--- config.mk ---
export PLATFORM = sky130hd
export DESIGN_NAME = axi_mux
export DESIGN_NICKNAME = d
export VERILOG_FILES = /design/src/rtl/axi_mux_pkg.sv /design/src/rtl/axi_mux.sv /design/src/rtl/resp_router.sv /design/src/rtl/stream_arbiter.sv /design/src/rtl/stream_fifo.sv /design/src/rtl/w_route_fsm.sv
export SDC_FILE = /design/constraint.sdc
export NUM_CORES = 1
export LEC_CHECK = 0
export BUFFER_PORTS_ARGS = -buffer_cell sky130_fd_sc_hd__buf_2
export CELL_PAD_IN_SITES_DETAIL_PLACEMENT = 0
export CELL_PAD_IN_SITES_GLOBAL_PLACEMENT = 1
export CORE_AREA = 2 2 238 240
export DETAILED_ROUTE_END_ITERATION = 16
export DIE_AREA = 0 0 240 242
export PLACE_DENSITY = 0.51
export SYNTH_ARGS = -nofsm -noshare
export SYNTH_HDL_FRONTEND = slang
export SYNTH_SLANG_ARGS = --single-unit
--- constraint.sdc ---
create_clock -name ACLK -period 3.24 [get_ports ACLK]
set_input_delay 0.162 -clock ACLK [delete_from_list [all_inputs] [get_ports ACLK]]
set_output_delay 0.162 -clock ACLK [all_outputs]
set_load 0.005 [all_outputs]
--- src/rtl/axi_mux_pkg.sv ---
package axi_mux_pkg;

    // AXI field widths shared by every channel
    localparam int ID_WIDTH   = 4;
    localparam int ADDR_WIDTH = 16;
    localparam int DATA_WIDTH = 32;
    localparam int STRB_WIDTH = DATA_WIDTH / 8;

    // Burst fields
    localparam int LEN_WIDTH   = 8;
    localparam int SIZE_WIDTH  = 3;
    localparam int BURST_WIDTH = 2;

    // One AW or AR request, 33 bits
    typedef struct packed {
        logic [ID_WIDTH-1:0]    id;
        logic [ADDR_WIDTH-1:0]  addr;
        logic [LEN_WIDTH-1:0]   len;
        logic [SIZE_WIDTH-1:0]  size;
        logic [BURST_WIDTH-1:0] burst;
    } ax_req_t;

    // One write data beat
    typedef struct packed {
        logic [DATA_WIDTH-1:0] data;
        logic [STRB_WIDTH-1:0] strb;
        logic                  last;
    } w_beat_t;

    // Write response, ID only since resp is not carried
    typedef struct packed {
        logic [ID_WIDTH-1:0] id;
    } b_resp_t;

    // One read data beat
    typedef struct packed {
        logic [ID_WIDTH-1:0]   id;
        logic [DATA_WIDTH-1:0] data;
        logic                  last;
    } r_beat_t;

    // Write data steering states
    //   W_IDLE  next AW not yet accepted downstream
    //   W_BURST data of the accepted AW is flowing
    typedef enum logic {
        W_IDLE,
        W_BURST
    } w_state_e;

endpackage

--- src/rtl/axi_mux.sv ---
`timescale 1ns/1ps

module axi_mux #(
    parameter int INPUT_NUM = 3,
    parameter int FIFO_LEN  = 4,
    parameter int ID_ROUTING [2*(INPUT_NUM-1)] = '{0, 3, 4, 7}
) (
    input  logic                 ACLK,
    input  logic                 ARESETn,

    // Upstream managers
    input  axi_mux_pkg::ax_req_t s_aw_i [INPUT_NUM],
    input  logic [INPUT_NUM-1:0] s_awvalid_i,
    output logic [INPUT_NUM-1:0] s_awready_o,

    input  axi_mux_pkg::w_beat_t s_w_i [INPUT_NUM],
    input  logic [INPUT_NUM-1:0] s_wvalid_i,
    output logic [INPUT_NUM-1:0] s_wready_o,

    output axi_mux_pkg::b_resp_t s_b_o [INPUT_NUM],
    output logic [INPUT_NUM-1:0] s_bvalid_o,
    input  logic [INPUT_NUM-1:0] s_bready_i,

    input  axi_mux_pkg::ax_req_t s_ar_i [INPUT_NUM],
    input  logic [INPUT_NUM-1:0] s_arvalid_i,
    output logic [INPUT_NUM-1:0] s_arready_o,

    output axi_mux_pkg::r_beat_t s_r_o [INPUT_NUM],
    output logic [INPUT_NUM-1:0] s_rvalid_o,
    input  logic [INPUT_NUM-1:0] s_rready_i,

    // Downstream subordinate
    output axi_mux_pkg::ax_req_t m_aw_o,
    output logic                 m_awvalid_o,
    input  logic                 m_awready_i,

    output axi_mux_pkg::w_beat_t m_w_o,
    output logic                 m_wvalid_o,
    input  logic                 m_wready_i,

    input  axi_mux_pkg::b_resp_t m_b_i,
    input  logic                 m_bvalid_i,
    output logic                 m_bready_o,

    output axi_mux_pkg::ax_req_t m_ar_o,
    output logic                 m_arvalid_o,
    input  logic                 m_arready_i,

    input  axi_mux_pkg::r_beat_t m_r_i,
    input  logic                 m_rvalid_i,
    output logic                 m_rready_o
);

    import axi_mux_pkg::*;

    // Arbiter to FIFO
    ax_req_t arb_aw;
    logic    arb_aw_valid;
    logic    arb_aw_ready;

    // FIFO head to write steering
    ax_req_t fifo_aw;
    logic    fifo_aw_valid;
    logic    fifo_aw_ready;

    stream_arbiter #(
        .INPUT_NUM (INPUT_NUM)
    ) i_aw_arb (
        .ACLK    (ACLK),
        .ARESETn (ARESETn),
        .valid_i (s_awvalid_i),
        .data_i  (s_aw_i),
        .ready_o (s_awready_o),
        .valid_o (arb_aw_valid),
        .data_o  (arb_aw),
        .ready_i (arb_aw_ready)
    );

    stream_fifo #(
        .FIFO_LEN (FIFO_LEN)
    ) i_aw_fifo (
        .ACLK    (ACLK),
        .ARESETn (ARESETn),
        .valid_i (arb_aw_valid),
        .data_i  (arb_aw),
        .ready_o (arb_aw_ready),
        .valid_o (fifo_aw_valid),
        .data_o  (fifo_aw),
        .ready_i (fifo_aw_ready)
    );

    w_route_fsm #(
        .INPUT_NUM  (INPUT_NUM),
        .ID_ROUTING (ID_ROUTING)
    ) i_w_route (
        .ACLK        (ACLK),
        .ARESETn     (ARESETn),
        .aw_valid_i  (fifo_aw_valid),
        .aw_i        (fifo_aw),
        .aw_ready_o  (fifo_aw_ready),
        .m_awvalid_o (m_awvalid_o),
        .m_aw_o      (m_aw_o),
        .m_awready_i (m_awready_i),
        .s_wvalid_i  (s_wvalid_i),
        .s_w_i       (s_w_i),
        .s_wready_o  (s_wready_o),
        .m_wvalid_o  (m_wvalid_o),
        .m_w_o       (m_w_o),
        .m_wready_i  (m_wready_i)
    );

    // Reads go straight out, no queue
    stream_arbiter #(
        .INPUT_NUM (INPUT_NUM)
    ) i_ar_arb (
        .ACLK    (ACLK),
        .ARESETn (ARESETn),
        .valid_i (s_arvalid_i),
        .data_i  (s_ar_i),
        .ready_o (s_arready_o),
        .valid_o (m_arvalid_o),
        .data_o  (m_ar_o),
        .ready_i (m_arready_i)
    );

    resp_router #(
        .INPUT_NUM  (INPUT_NUM),
        .ID_ROUTING (ID_ROUTING)
    ) i_resp_route (
        .m_b_i      (m_b_i),
        .m_bvalid_i (m_bvalid_i),
        .m_bready_o (m_bready_o),
        .s_b_o      (s_b_o),
        .s_bvalid_o (s_bvalid_o),
        .s_bready_i (s_bready_i),
        .m_r_i      (m_r_i),
        .m_rvalid_i (m_rvalid_i),
        .m_rready_o (m_rready_o),
        .s_r_o      (s_r_o),
        .s_rvalid_o (s_rvalid_o),
        .s_rready_i (s_rready_i)
    );

endmodule

--- src/rtl/resp_router.sv ---
`timescale 1ns/1ps

module resp_router #(
    parameter int INPUT_NUM = 3,
    parameter int ID_ROUTING [2*(INPUT_NUM-1)] = '{0, 3, 4, 7}
) (
    input  axi_mux_pkg::b_resp_t m_b_i,
    input  logic                 m_bvalid_i,
    output logic                 m_bready_o,

    output axi_mux_pkg::b_resp_t s_b_o [INPUT_NUM],
    output logic [INPUT_NUM-1:0] s_bvalid_o,
    input  logic [INPUT_NUM-1:0] s_bready_i,

    input  axi_mux_pkg::r_beat_t m_r_i,
    input  logic                 m_rvalid_i,
    output logic                 m_rready_o,

    output axi_mux_pkg::r_beat_t s_r_o [INPUT_NUM],
    output logic [INPUT_NUM-1:0] s_rvalid_o,
    input  logic [INPUT_NUM-1:0] s_rready_i
);

    import axi_mux_pkg::*;

    localparam int IDX_W = (INPUT_NUM > 1) ? $clog2(INPUT_NUM) : 1;

    logic [IDX_W-1:0] b_owner;
    logic [IDX_W-1:0] r_owner;

    function automatic logic [IDX_W-1:0] id_owner(input logic [ID_WIDTH-1:0] id);
        logic [IDX_W-1:0] owner;
        owner = IDX_W'(INPUT_NUM - 1);
        for (int j = 0; j < INPUT_NUM - 1; j++) begin
            if (id >= ID_ROUTING[2*j] && id <= ID_ROUTING[2*j+1]) begin
                owner = IDX_W'(j);
            end
        end
        return owner;
    endfunction

    assign b_owner = id_owner(m_b_i.id);
    assign r_owner = id_owner(m_r_i.id);

    // Payload is broadcast, only the owner sees valid
    always_comb begin
        s_bvalid_o          = '0;
        s_bvalid_o[b_owner] = m_bvalid_i;
        m_bready_o          = s_bready_i[b_owner];
        for (int i = 0; i < INPUT_NUM; i++) begin
            s_b_o[i] = m_b_i;
        end
    end

    always_comb begin
        s_rvalid_o          = '0;
        s_rvalid_o[r_owner] = m_rvalid_i;
        m_rready_o          = s_rready_i[r_owner];
        for (int i = 0; i < INPUT_NUM; i++) begin
            s_r_o[i] = m_r_i;
        end
    end

endmodule

--- src/rtl/stream_arbiter.sv ---
`timescale 1ns/1ps

module stream_arbiter #(
    parameter int INPUT_NUM = 3
) (
    input  logic                 ACLK,
    input  logic                 ARESETn,

    input  logic [INPUT_NUM-1:0] valid_i,
    input  axi_mux_pkg::ax_req_t data_i [INPUT_NUM],
    output logic [INPUT_NUM-1:0] ready_o,

    output logic                 valid_o,
    output axi_mux_pkg::ax_req_t data_o,
    input  logic                 ready_i
);

    localparam int IDX_W = (INPUT_NUM > 1) ? $clog2(INPUT_NUM) : 1;

    logic [IDX_W-1:0] ptr_q;
    logic [IDX_W-1:0] lock_idx_q;
    logic             lock_q;
    logic [IDX_W-1:0] search_idx;
    logic [IDX_W-1:0] grant_idx;

    // Round-robin search starting at the pointer
    always_comb begin
        int cand;
        search_idx = ptr_q;
        // Walk backwards so the closest requester to the pointer wins
        for (int k = INPUT_NUM - 1; k >= 0; k--) begin
            cand = int'(ptr_q) + k;
            if (cand >= INPUT_NUM) begin
                cand = cand - INPUT_NUM;
            end
            if (valid_i[cand]) begin
                search_idx = IDX_W'(cand);
            end
        end
    end

    // Held grant keeps the payload stable while stalled
    assign grant_idx = lock_q ? lock_idx_q : search_idx;

    assign valid_o = valid_i[grant_idx];
    assign data_o  = data_i[grant_idx];

    always_comb begin
        ready_o            = '0;
        ready_o[grant_idx] = ready_i;
    end

    always_ff @(posedge ACLK or negedge ARESETn) begin
        if (!ARESETn) begin
            ptr_q      <= '0;
            lock_q     <= 1'b0;
            lock_idx_q <= '0;
        end else begin
            if (valid_o && ready_i) begin
                lock_q <= 1'b0;
                // Next search starts after the winner
                if (grant_idx == IDX_W'(INPUT_NUM - 1)) begin
                    ptr_q <= '0;
                end else begin
                    ptr_q <= grant_idx + 1'b1;
                end
            end else if (valid_o) begin
                lock_q     <= 1'b1;
                lock_idx_q <= grant_idx;
            end
        end
    end

endmodule

--- src/rtl/stream_fifo.sv ---
`timescale 1ns/1ps

module stream_fifo #(
    parameter int FIFO_LEN = 4
) (
    input  logic                 ACLK,
    input  logic                 ARESETn,

    input  logic                 valid_i,
    input  axi_mux_pkg::ax_req_t data_i,
    output logic                 ready_o,

    output logic                 valid_o,
    output axi_mux_pkg::ax_req_t data_o,
    input  logic                 ready_i
);

    import axi_mux_pkg::*;

    localparam int PTR_W = (FIFO_LEN > 1) ? $clog2(FIFO_LEN) : 1;
    localparam int CNT_W = $clog2(FIFO_LEN + 1);

    ax_req_t          mem_q [FIFO_LEN];
    logic [PTR_W-1:0] wr_ptr_q;
    logic [PTR_W-1:0] rd_ptr_q;
    logic [CNT_W-1:0] count_q;
    logic             full;
    logic             push;
    logic             pop;

    assign full    = (count_q == CNT_W'(FIFO_LEN));
    assign valid_o = (count_q != '0);
    assign data_o  = mem_q[rd_ptr_q];

    assign pop     = valid_o && ready_i;
    // A read frees the slot in the same cycle
    assign ready_o = !full || pop;
    assign push    = valid_i && ready_o;

    always_ff @(posedge ACLK) begin
        if (push) begin
            mem_q[wr_ptr_q] <= data_i;
        end
    end

    always_ff @(posedge ACLK or negedge ARESETn) begin
        if (!ARESETn) begin
            wr_ptr_q <= '0;
            rd_ptr_q <= '0;
            count_q  <= '0;
        end else begin
            if (push) begin
                wr_ptr_q <= (wr_ptr_q == PTR_W'(FIFO_LEN - 1)) ? '0 : wr_ptr_q + 1'b1;
            end
            if (pop) begin
                rd_ptr_q <= (rd_ptr_q == PTR_W'(FIFO_LEN - 1)) ? '0 : rd_ptr_q + 1'b1;
            end
            case ({push, pop})
                2'b10:   count_q <= count_q + 1'b1;
                2'b01:   count_q <= count_q - 1'b1;
                default: count_q <= count_q;
            endcase
        end
    end

endmodule

--- src/rtl/w_route_fsm.sv ---
`timescale 1ns/1ps

module w_route_fsm #(
    parameter int INPUT_NUM = 3,
    parameter int ID_ROUTING [2*(INPUT_NUM-1)] = '{0, 3, 4, 7}
) (
    input  logic                 ACLK,
    input  logic                 ARESETn,

    input  logic                 aw_valid_i,
    input  axi_mux_pkg::ax_req_t aw_i,
    output logic                 aw_ready_o,

    output logic                 m_awvalid_o,
    output axi_mux_pkg::ax_req_t m_aw_o,
    input  logic                 m_awready_i,

    input  logic [INPUT_NUM-1:0] s_wvalid_i,
    input  axi_mux_pkg::w_beat_t s_w_i [INPUT_NUM],
    output logic [INPUT_NUM-1:0] s_wready_o,

    output logic                 m_wvalid_o,
    output axi_mux_pkg::w_beat_t m_w_o,
    input  logic                 m_wready_i
);

    import axi_mux_pkg::*;

    localparam int IDX_W = (INPUT_NUM > 1) ? $clog2(INPUT_NUM) : 1;

    w_state_e         state_q;
    w_state_e         state_d;
    logic [IDX_W-1:0] owner_q;
    logic [IDX_W-1:0] head_owner;
    logic [IDX_W-1:0] sel;
    logic             w_en;
    logic             aw_fire;
    logic             w_last_fire;
    logic             wlast_seen_q;
    logic             wlast_seen_d;

    // Last input takes every ID outside the listed ranges
    function automatic logic [IDX_W-1:0] id_owner(input logic [ID_WIDTH-1:0] id);
        logic [IDX_W-1:0] owner;
        owner = IDX_W'(INPUT_NUM - 1);
        for (int j = 0; j < INPUT_NUM - 1; j++) begin
            if (id >= ID_ROUTING[2*j] && id <= ID_ROUTING[2*j+1]) begin
                owner = IDX_W'(j);
            end
        end
        return owner;
    endfunction

    assign head_owner = id_owner(aw_i.id);

    // AW goes out only between bursts
    assign m_aw_o      = aw_i;
    assign m_awvalid_o = (state_q == W_IDLE) && aw_valid_i;
    assign aw_ready_o  = (state_q == W_IDLE) && m_awready_i;
    assign aw_fire     = m_awvalid_o && m_awready_i;

    // Early data of the head burst may pass before its AW is taken
    assign sel  = (state_q == W_IDLE) ? head_owner : owner_q;
    assign w_en = (state_q == W_BURST) || (aw_valid_i && !wlast_seen_q);

    assign m_w_o       = s_w_i[sel];
    assign m_wvalid_o  = w_en && s_wvalid_i[sel];
    assign w_last_fire = m_wvalid_o && m_wready_i && m_w_o.last;

    always_comb begin
        s_wready_o      = '0;
        s_wready_o[sel] = w_en && m_wready_i;
    end

    always_comb begin
        state_d      = state_q;
        wlast_seen_d = wlast_seen_q;
        case (state_q)
            W_IDLE: begin
                if (aw_fire) begin
                    wlast_seen_d = 1'b0;
                    // Whole burst already sent, nothing left to steer
                    if (!(w_last_fire || wlast_seen_q)) begin
                        state_d = W_BURST;
                    end
                end else if (w_last_fire) begin
                    wlast_seen_d = 1'b1;
                end
            end
            W_BURST: begin
                if (w_last_fire) begin
                    state_d = W_IDLE;
                end
            end
            default: state_d = W_IDLE;
        endcase
    end

    always_ff @(posedge ACLK or negedge ARESETn) begin
        if (!ARESETn) begin
            state_q      <= W_IDLE;
            owner_q      <= '0;
            wlast_seen_q <= 1'b0;
        end else begin
            state_q      <= state_d;
            wlast_seen_q <= wlast_seen_d;
            if (aw_fire) begin
                owner_q <= head_owner;
            end
        end
    end

endmodule

## Word level (Yosys, flattened, before mapping)

Memory sizes are Yosys's and may differ from the RTL's.
Index checks and enable logic that the tools add are counted.

- Register bits after elaboration: 21
- Latch bits: 0
- Bits in writable memories: 132
- Memories kept: 1
- Input port bits: 372
- Logic and storage cells: 198
- Memory bits (read-only): 0
- Output and inout bits: 246

Memories:

| name | depth | bits a word | rd ports | clocked after memory_dff | wr ports | line | text |
|---|---|---|---|---|---|---|---|
| i_aw_fifo.mem_q | 4 | 33 | 1 | 0 | 1 | stream_fifo.sv:23 | `ax_req_t mem_q [FIFO_LEN];` |

- Order comparisons: 34
- Add/sub/neg operators: 16
- Reductions and logical operators: 32
- Multiply operators: 0
- Multiplexer cells: 85
- Equality and inequality tests: 7
- Shifts and indexed selects: 0
- Bitwise operators: 11
- Div/mod/pow operators: 0

Operators with widths:

| cell | count |
|---|---|
| $lt 32x4->1 const B | 6 |
| $mux 32 | 6 |
| $bmux 33 s2 | 2 |
| $mux 33 | 4 |
| $ge 32x3->1 const B | 4 |
| $sub 32x3->32 const B | 4 |
| $bmux 37 s2 | 1 |
| $mux 37 | 2 |
| $mux 2 | 19 |
| $mux 1 | 33 |
| $bmux 1 s2 | 11 |
| $logic_and 1x1->1 | 19 |
| $and 3x3->3 | 5 |
| $lt 2x3->1 const B | 5 |
| $ge 4x3->1 const B | 3 |
| $le 4x2->1 const B | 3 |
| $le 4x3->1 const B | 3 |
| $demux 1 s2 | 5 |
| $eq 2x2->1 const B | 5 |
| $ge 2x1->1 const B | 5 |
| $ge 3x3->1 const B | 3 |
| $not 2->3 | 3 |
| $add 2x1->2 const B | 4 |
| $reduce_bool 2->1 | 4 |
| other kinds (15) | 26 |

## Depth between registers and ports, before layout

- Depth in word-level cells: 15
- Gate-level depth with buffers: 17
- Mapped depth without buffers: 15

## Cells and area by module

From an unflattened synthesis, not the netlist that was laid out.

- Cell total of the unflattened synthesis: 899
- Area, all modules: 10109.7 µm²

By module, submodules not included:

| module | cells an instance | seq. area each (µm²) | area an instance (µm²) | instances |
|---|---|---|---|---|
| stream_fifo | 229 | 4139.0 | 5285.1 | 1 |
| stream_arbiter at i_ar_arb | 188 | 125.1 | 1310.0 | 1 |
| w_route_fsm | 164 | 100.1 | 1276.2 | 1 |
| stream_arbiter at i_aw_arb | 183 | 125.1 | 1229.9 | 1 |
| resp_router | 135 | 0.0 | 1008.5 | 1 |

## Worst setup path after synthesis

Ideal clock, no wire load.

- Kind: reg-to-reg
- From: reg i_aw_arb.ptr_q[0]
- To: mem i_aw_fifo.mem_q[3][0] in the netlist's numbering (enable)
- Library setup time: 393 ps
- Data arrival time: 3129 ps
- Stages on the path, launching flop included: 10
- Setup slack: -283 ps
- Buffers on the path: 1
- Data required time: 2847 ps
- Period minus slack after synthesis: 3523 ps
- Cell sequence: dfrtp_1 inv_1 ha_1 clkbuf_1 a211oi_1 o221ai_1 a22oi_1 nand3_1 o21ai_4 and2_1

- Word-level cells in the longest chain between the ends: 15
- Elaborated cells on any way between the ends: 29
- Those cells by class: 5 x add/sub; 3 x order compare; 20 x mux; 1 x reduce/logical

RTL lines:

| what | line | text |
|---|---|---|
| start: declaration | stream_arbiter.sv:20 | `logic [IDX_W-1:0] ptr_q;` |
| start signal: assignment | stream_arbiter.sv:65 | `ptr_q <= grant_idx + 1'b1;` |
| $add 2x2->3 | stream_arbiter.sv:32 | `cand = int'(ptr_q) + k;` |
| $sub 32x3->32 or $ge 32x3->1 (tied branches) | stream_arbiter.sv:34, stream_arbiter.sv:33 |  |
| $mux 32 | stream_arbiter.sv:33 | `if (cand >= INPUT_NUM) begin` |
| $bmux 1 s2 | stream_arbiter.sv:36 | `if (valid_i[cand]) begin` |
| $mux 1 (implied by the code) (2 in series) | stream_arbiter.sv:36 |  |
| $mux 2 (2 in series) | stream_arbiter.sv:36 |  |
| $mux 2 * | stream_arbiter.sv:36 |  |
| $mux 2 * | stream_arbiter.sv:43 | `assign grant_idx = lock_q ? lock_idx_q : search_idx;` |
| $bmux 1 s2 * | stream_arbiter.sv:45 | `assign valid_o = valid_i[grant_idx];` |
| $mux 1 (implied by the code) * | stream_arbiter.sv:45 |  |
| $logic_and 1x1->1 * | stream_fifo.sv:38 | `assign push = valid_i && ready_o;` |
| $mux 1 * | stream_fifo.sv:41 | `if (push) begin` |
| $mux 1 (implied by the code) * | stream_fifo.sv:42 | `mem_q[wr_ptr_q] <= data_i;` |
| end: declaration | stream_fifo.sv:23 |  |

Every way passes the cells marked *; elsewhere a longest branch is shown, timed or not. The select of a mux whose other input is x is not followed.

==> summary.txt <==
Outcome
  – Status: finished, final reports clean

Worst setup path
  – Worst EP arrival: 2.90 ns
  – Crit Path Category: flip-flop to output pin
  – CP Capture Point: m_ar_o[12]
  – Worst r2r path cells: 12
  – Critical path endpoint category: output pin
  – R2r endpoint: i_aw_fifo.mem_q[2][3]$_DFFE_PP_
  – Critical R2R Launch: i_aw_arb.ptr_q[0]$_DFFE_PN0P_
  – Cell family with most CP delay: compound AO/OA/AOI/OAI gates
  – R2r setup slk: 0.18 ns
  – CP max FO: 13
  – Slowest CP cell: dfrtp_1
  – Crit. Startpoint: i_ar_arb.ptr_q[0]$_DFFE_PN0P_
  – CP Depth: 11
  – Worst path cell trace: inv_2 > ha_4 > nand2_1 > a21o_1 > a21o_1 > a221oi_4 > buf_6 > buf_12 > mux2i_2 > o21ai_0 > buf_2
  – Most common cell on crit path: a21o_1
  – Worst EP required: 3.08 ns
  – Crit path largest cell delay: 0.41 ns
  – Crit path buffers/inverters: 4
  – Setup crit start kind: flip-flop

Global routing
  – Number of global-route vias before repair: 7756
  – Met2 Use GR: 18.3%
  – Gr usage total: 12.2%
  – GRT Max-Usage Layer: met2
  – Initial antenna violation count: 18
  – First-pass GRT wire length: 51200 um
  – Met3 usage: 7.55%
  – Remaining Overflow, GRT: 0
  – Pin count of the biggest net entering global routing: 38
  – Routing usage on met1: 14.5%

Logic synthesis
  – Largest cells by area after synthesis: edfxtp_1 (41%), mux2i_1 (12%), buf_4 (9.8%), mux4_2 (7.7%), dfrtp_1 (5.5%)
  – Syn_nets: 1255
  – Yosys reg bits: 153
  – Sequential area share after synthesis: 46.6%
  – Post-synthesis cell type count: 53
  – Main synth FF type: edfxtp_1
  – Synth async-reset ratio: 13.7%
  – Synth area leader: edfxtp_1
  – EDFF count, synth: 132
  – Cell with the most instances after synthesis: nand2_1
  – Mapped Cells: 871
  – Syn Area/Cell: 11.1 um^2
  – Synth cell count leaders: nand2_1 (133), edfxtp_1 (132), buf_4 (126), mux2i_1 (114), o21ai_0 (84)
  – Synth top area share: 41.2%
  – Yosys warns: 0
  – Mapped Area: 9630 um^2

Clock tree
  – CTS H-tree lvls: 4
  – Root Driver: clkbuf_16
  – Clk slew on worst S/H paths: 0.07 ns
  – CTS Buf Count: 17
  – Clk buf depth: 2
  – Worst skew pair latency: 0.43 ns
  – CTS Sinks: 153
  – CTS tree: built

Timing
  – RSZ-0062 raised after global routing: no
  – Fmax: 0.326 GHz
  – Max-slew headroom: 58.6%
  – Setup Viol. Count Final: 0
  – Worst-Margin Slew: 0.621 ns
  – Count of pins over their slew limit: 0
  – Final Hold Fails: 0
  – Final cycle utilization of the critical path: 94.6%
  – Final setup TNS: 0 ns
  – Final min period: 3.06 ns
  – Clock skew: 0.0132 ns

Die
  – Initial Util: 17.3%
  – # rows: 87
  – Overall die width: 240 um
  – Core ar.: 55700 um^2
  – Die height: 242 um
  – # IOs: 618
  – DIE AREA: 58100 um^2

Drt
  – Wire per inst: 18.5 um
  – Vias/cell: 3.92
  – Total number of vias: 7842
  – DR pass1 iterations: 5
  – DRT antenna net count: 0
  – Total wire length: 37000 um
  – Residual DRC count: 0
  – Iteration-0 DRC Markers: 348

Power and ir drop
  – Leak pwr: 0.00561 uW
  – VDD IR max: 0.826 mV
  – Power Dens Cells: 1170 nW/um^2
  – Total power: 15300 uW

Layout
  – Final nets: 1614
  – Share of cells above drive strength 1: 48.4%
  – Filler cells: 6052
  – Area Growth Syn to Fin: 35.3%

Run
  – Max_cap viols: 0

Place
  – Final GP Congestion: 0.778
  – Detail Placement HPWL: 30200 um
  – IO buf count: 469

Worst hold path
  – Tightest Hold Check Type: primary input to flip-flop
timing repair:
action	CTS	global route
hold buffers	2	0
resized for setup	5	10
cloned	1	0
buffers inserted	3	3
pin swaps	1	1
setup endpoints to repair	5	81
endpoints found under the hold margin	22	0
worst min path at each step:
stage	end	from	cells past startpoint	slack, ns
floorplan	i_ar_arb.lock_idx_q[0]$_DFFE_PN0P_	ARESETn	0	-0.13
global placement	i_ar_arb.lock_idx_q[1]$_DFFE_PN0P_	ARESETn	1	0.21
detailed placement	i_ar_arb.lock_idx_q[1]$_DFFE_PN0P_	ARESETn	1	0.22
CTS	i_ar_arb.ptr_q[1]$_DFFE_PN0P_	m_arready_i	2	0.03
global route	i_ar_arb.ptr_q[1]$_DFFE_PN0P_	m_arready_i	2	0.05
finish	i_ar_arb.ptr_q[1]$_DFFE_PN0P_	m_arready_i	2	0.05
through the flow:
stage	util [%]	setup WS (ns)	instance area [um^2]	hold slack [ns]	std cells
final	23.4	0.176	13000	0.0520	2001
after global routing	23.4	0.00362	13000	0.0521	1999
after CTS	23.2	0.0310	13000	0.0282	1996
after detailed placement	22.0	0.0978	12300	0.216	1958
after global placement	22.0	0.0959	12300	0.213	1958
after floorplan	-	0.0255	9640	-0.134	871
final cells by class:
class | instances | area, um^2 | area share (%)
diodes | 2 | 5.00 | 0.0384
clock buffers | 17 | 425 | 3.27
clock inverters | 15 | 189 | 1.45
inverters | 21 | 78.8 | 0.605
multi-input cells | 523 | 4020 | 30.9
flip-flops and latches | 153 | 4490 | 34.5
well taps | 756 | 946 | 7.26
repair buffers | 514 | 2870 | 22.0
sequential cells by signal, summed over array words and instances, names as in the netlist:
name                    count
i_ar_arb.lock_idx_q         2
i_ar_arb.lock_q             1
i_ar_arb.ptr_q              2
i_aw_arb.lock_idx_q         2
i_aw_arb.lock_q             1
i_aw_arb.ptr_q              2
i_aw_fifo.count_q           3
i_aw_fifo.mem_q           132
i_aw_fifo.rd_ptr_q          2
i_aw_fifo.wr_ptr_q          2
i_w_route.owner_q           2
i_w_route.state_q           1
i_w_route.wlast_seen_q      1
where the power goes:
| part | total, uW | internal [uW] | switching, uW |
|---|---|---|---|
| Sequential | 3950 | 3650 | 295 |
| Clock | 2080 | 1230 | 854 |
| Combinational | 9250 | 4110 | 5140 |
| Total | 15300 | 8990 | 6290 |
metal layers:
metal  share of wire, %  wire, um
met2                 43     15800
met4                1.6       583
met1                 41     15200
met3                 14      5230
met5               0.45       166
cells in the final DEF (no fill, tap or decap), types with 17 or more instances in the layout:
| master | Yosys | layout |
|---|---|---|
| buf_2 | 19 | 469 |
| nand2_1 | 133 | 133 |
| edfxtp_1 | 132 | 132 |
| mux2i_1 | 114 | 110 |
| o21ai_0 | 84 | 83 |
| o21ai_1 | 33 | 34 |
| mux4_2 | 33 | 33 |
| buf_4 | 126 | 28 |
| inv_1 | 20 | 19 |
| dfrtp_1 | 21 | 19 |
| clkbuf_16 | 0 | 17 |
cell families (layout without fill, tap and decap cells):
group,Yosys count,count (layout),synth area share (%)
other,0,2,0
buffers and inverters,195,567,12.8
adder cells (fa/ha/maj),12,12,1.64
XOR/XNOR,3,3,0.273
multiplexers,152,152,20.2
AND/OR/NAND/NOR,195,195,8.93
flip-flops,153,153,46.6
AO/OA/AOI/OAI,161,161,9.59
Note: power is estimated with default switching activity, not from simulation.
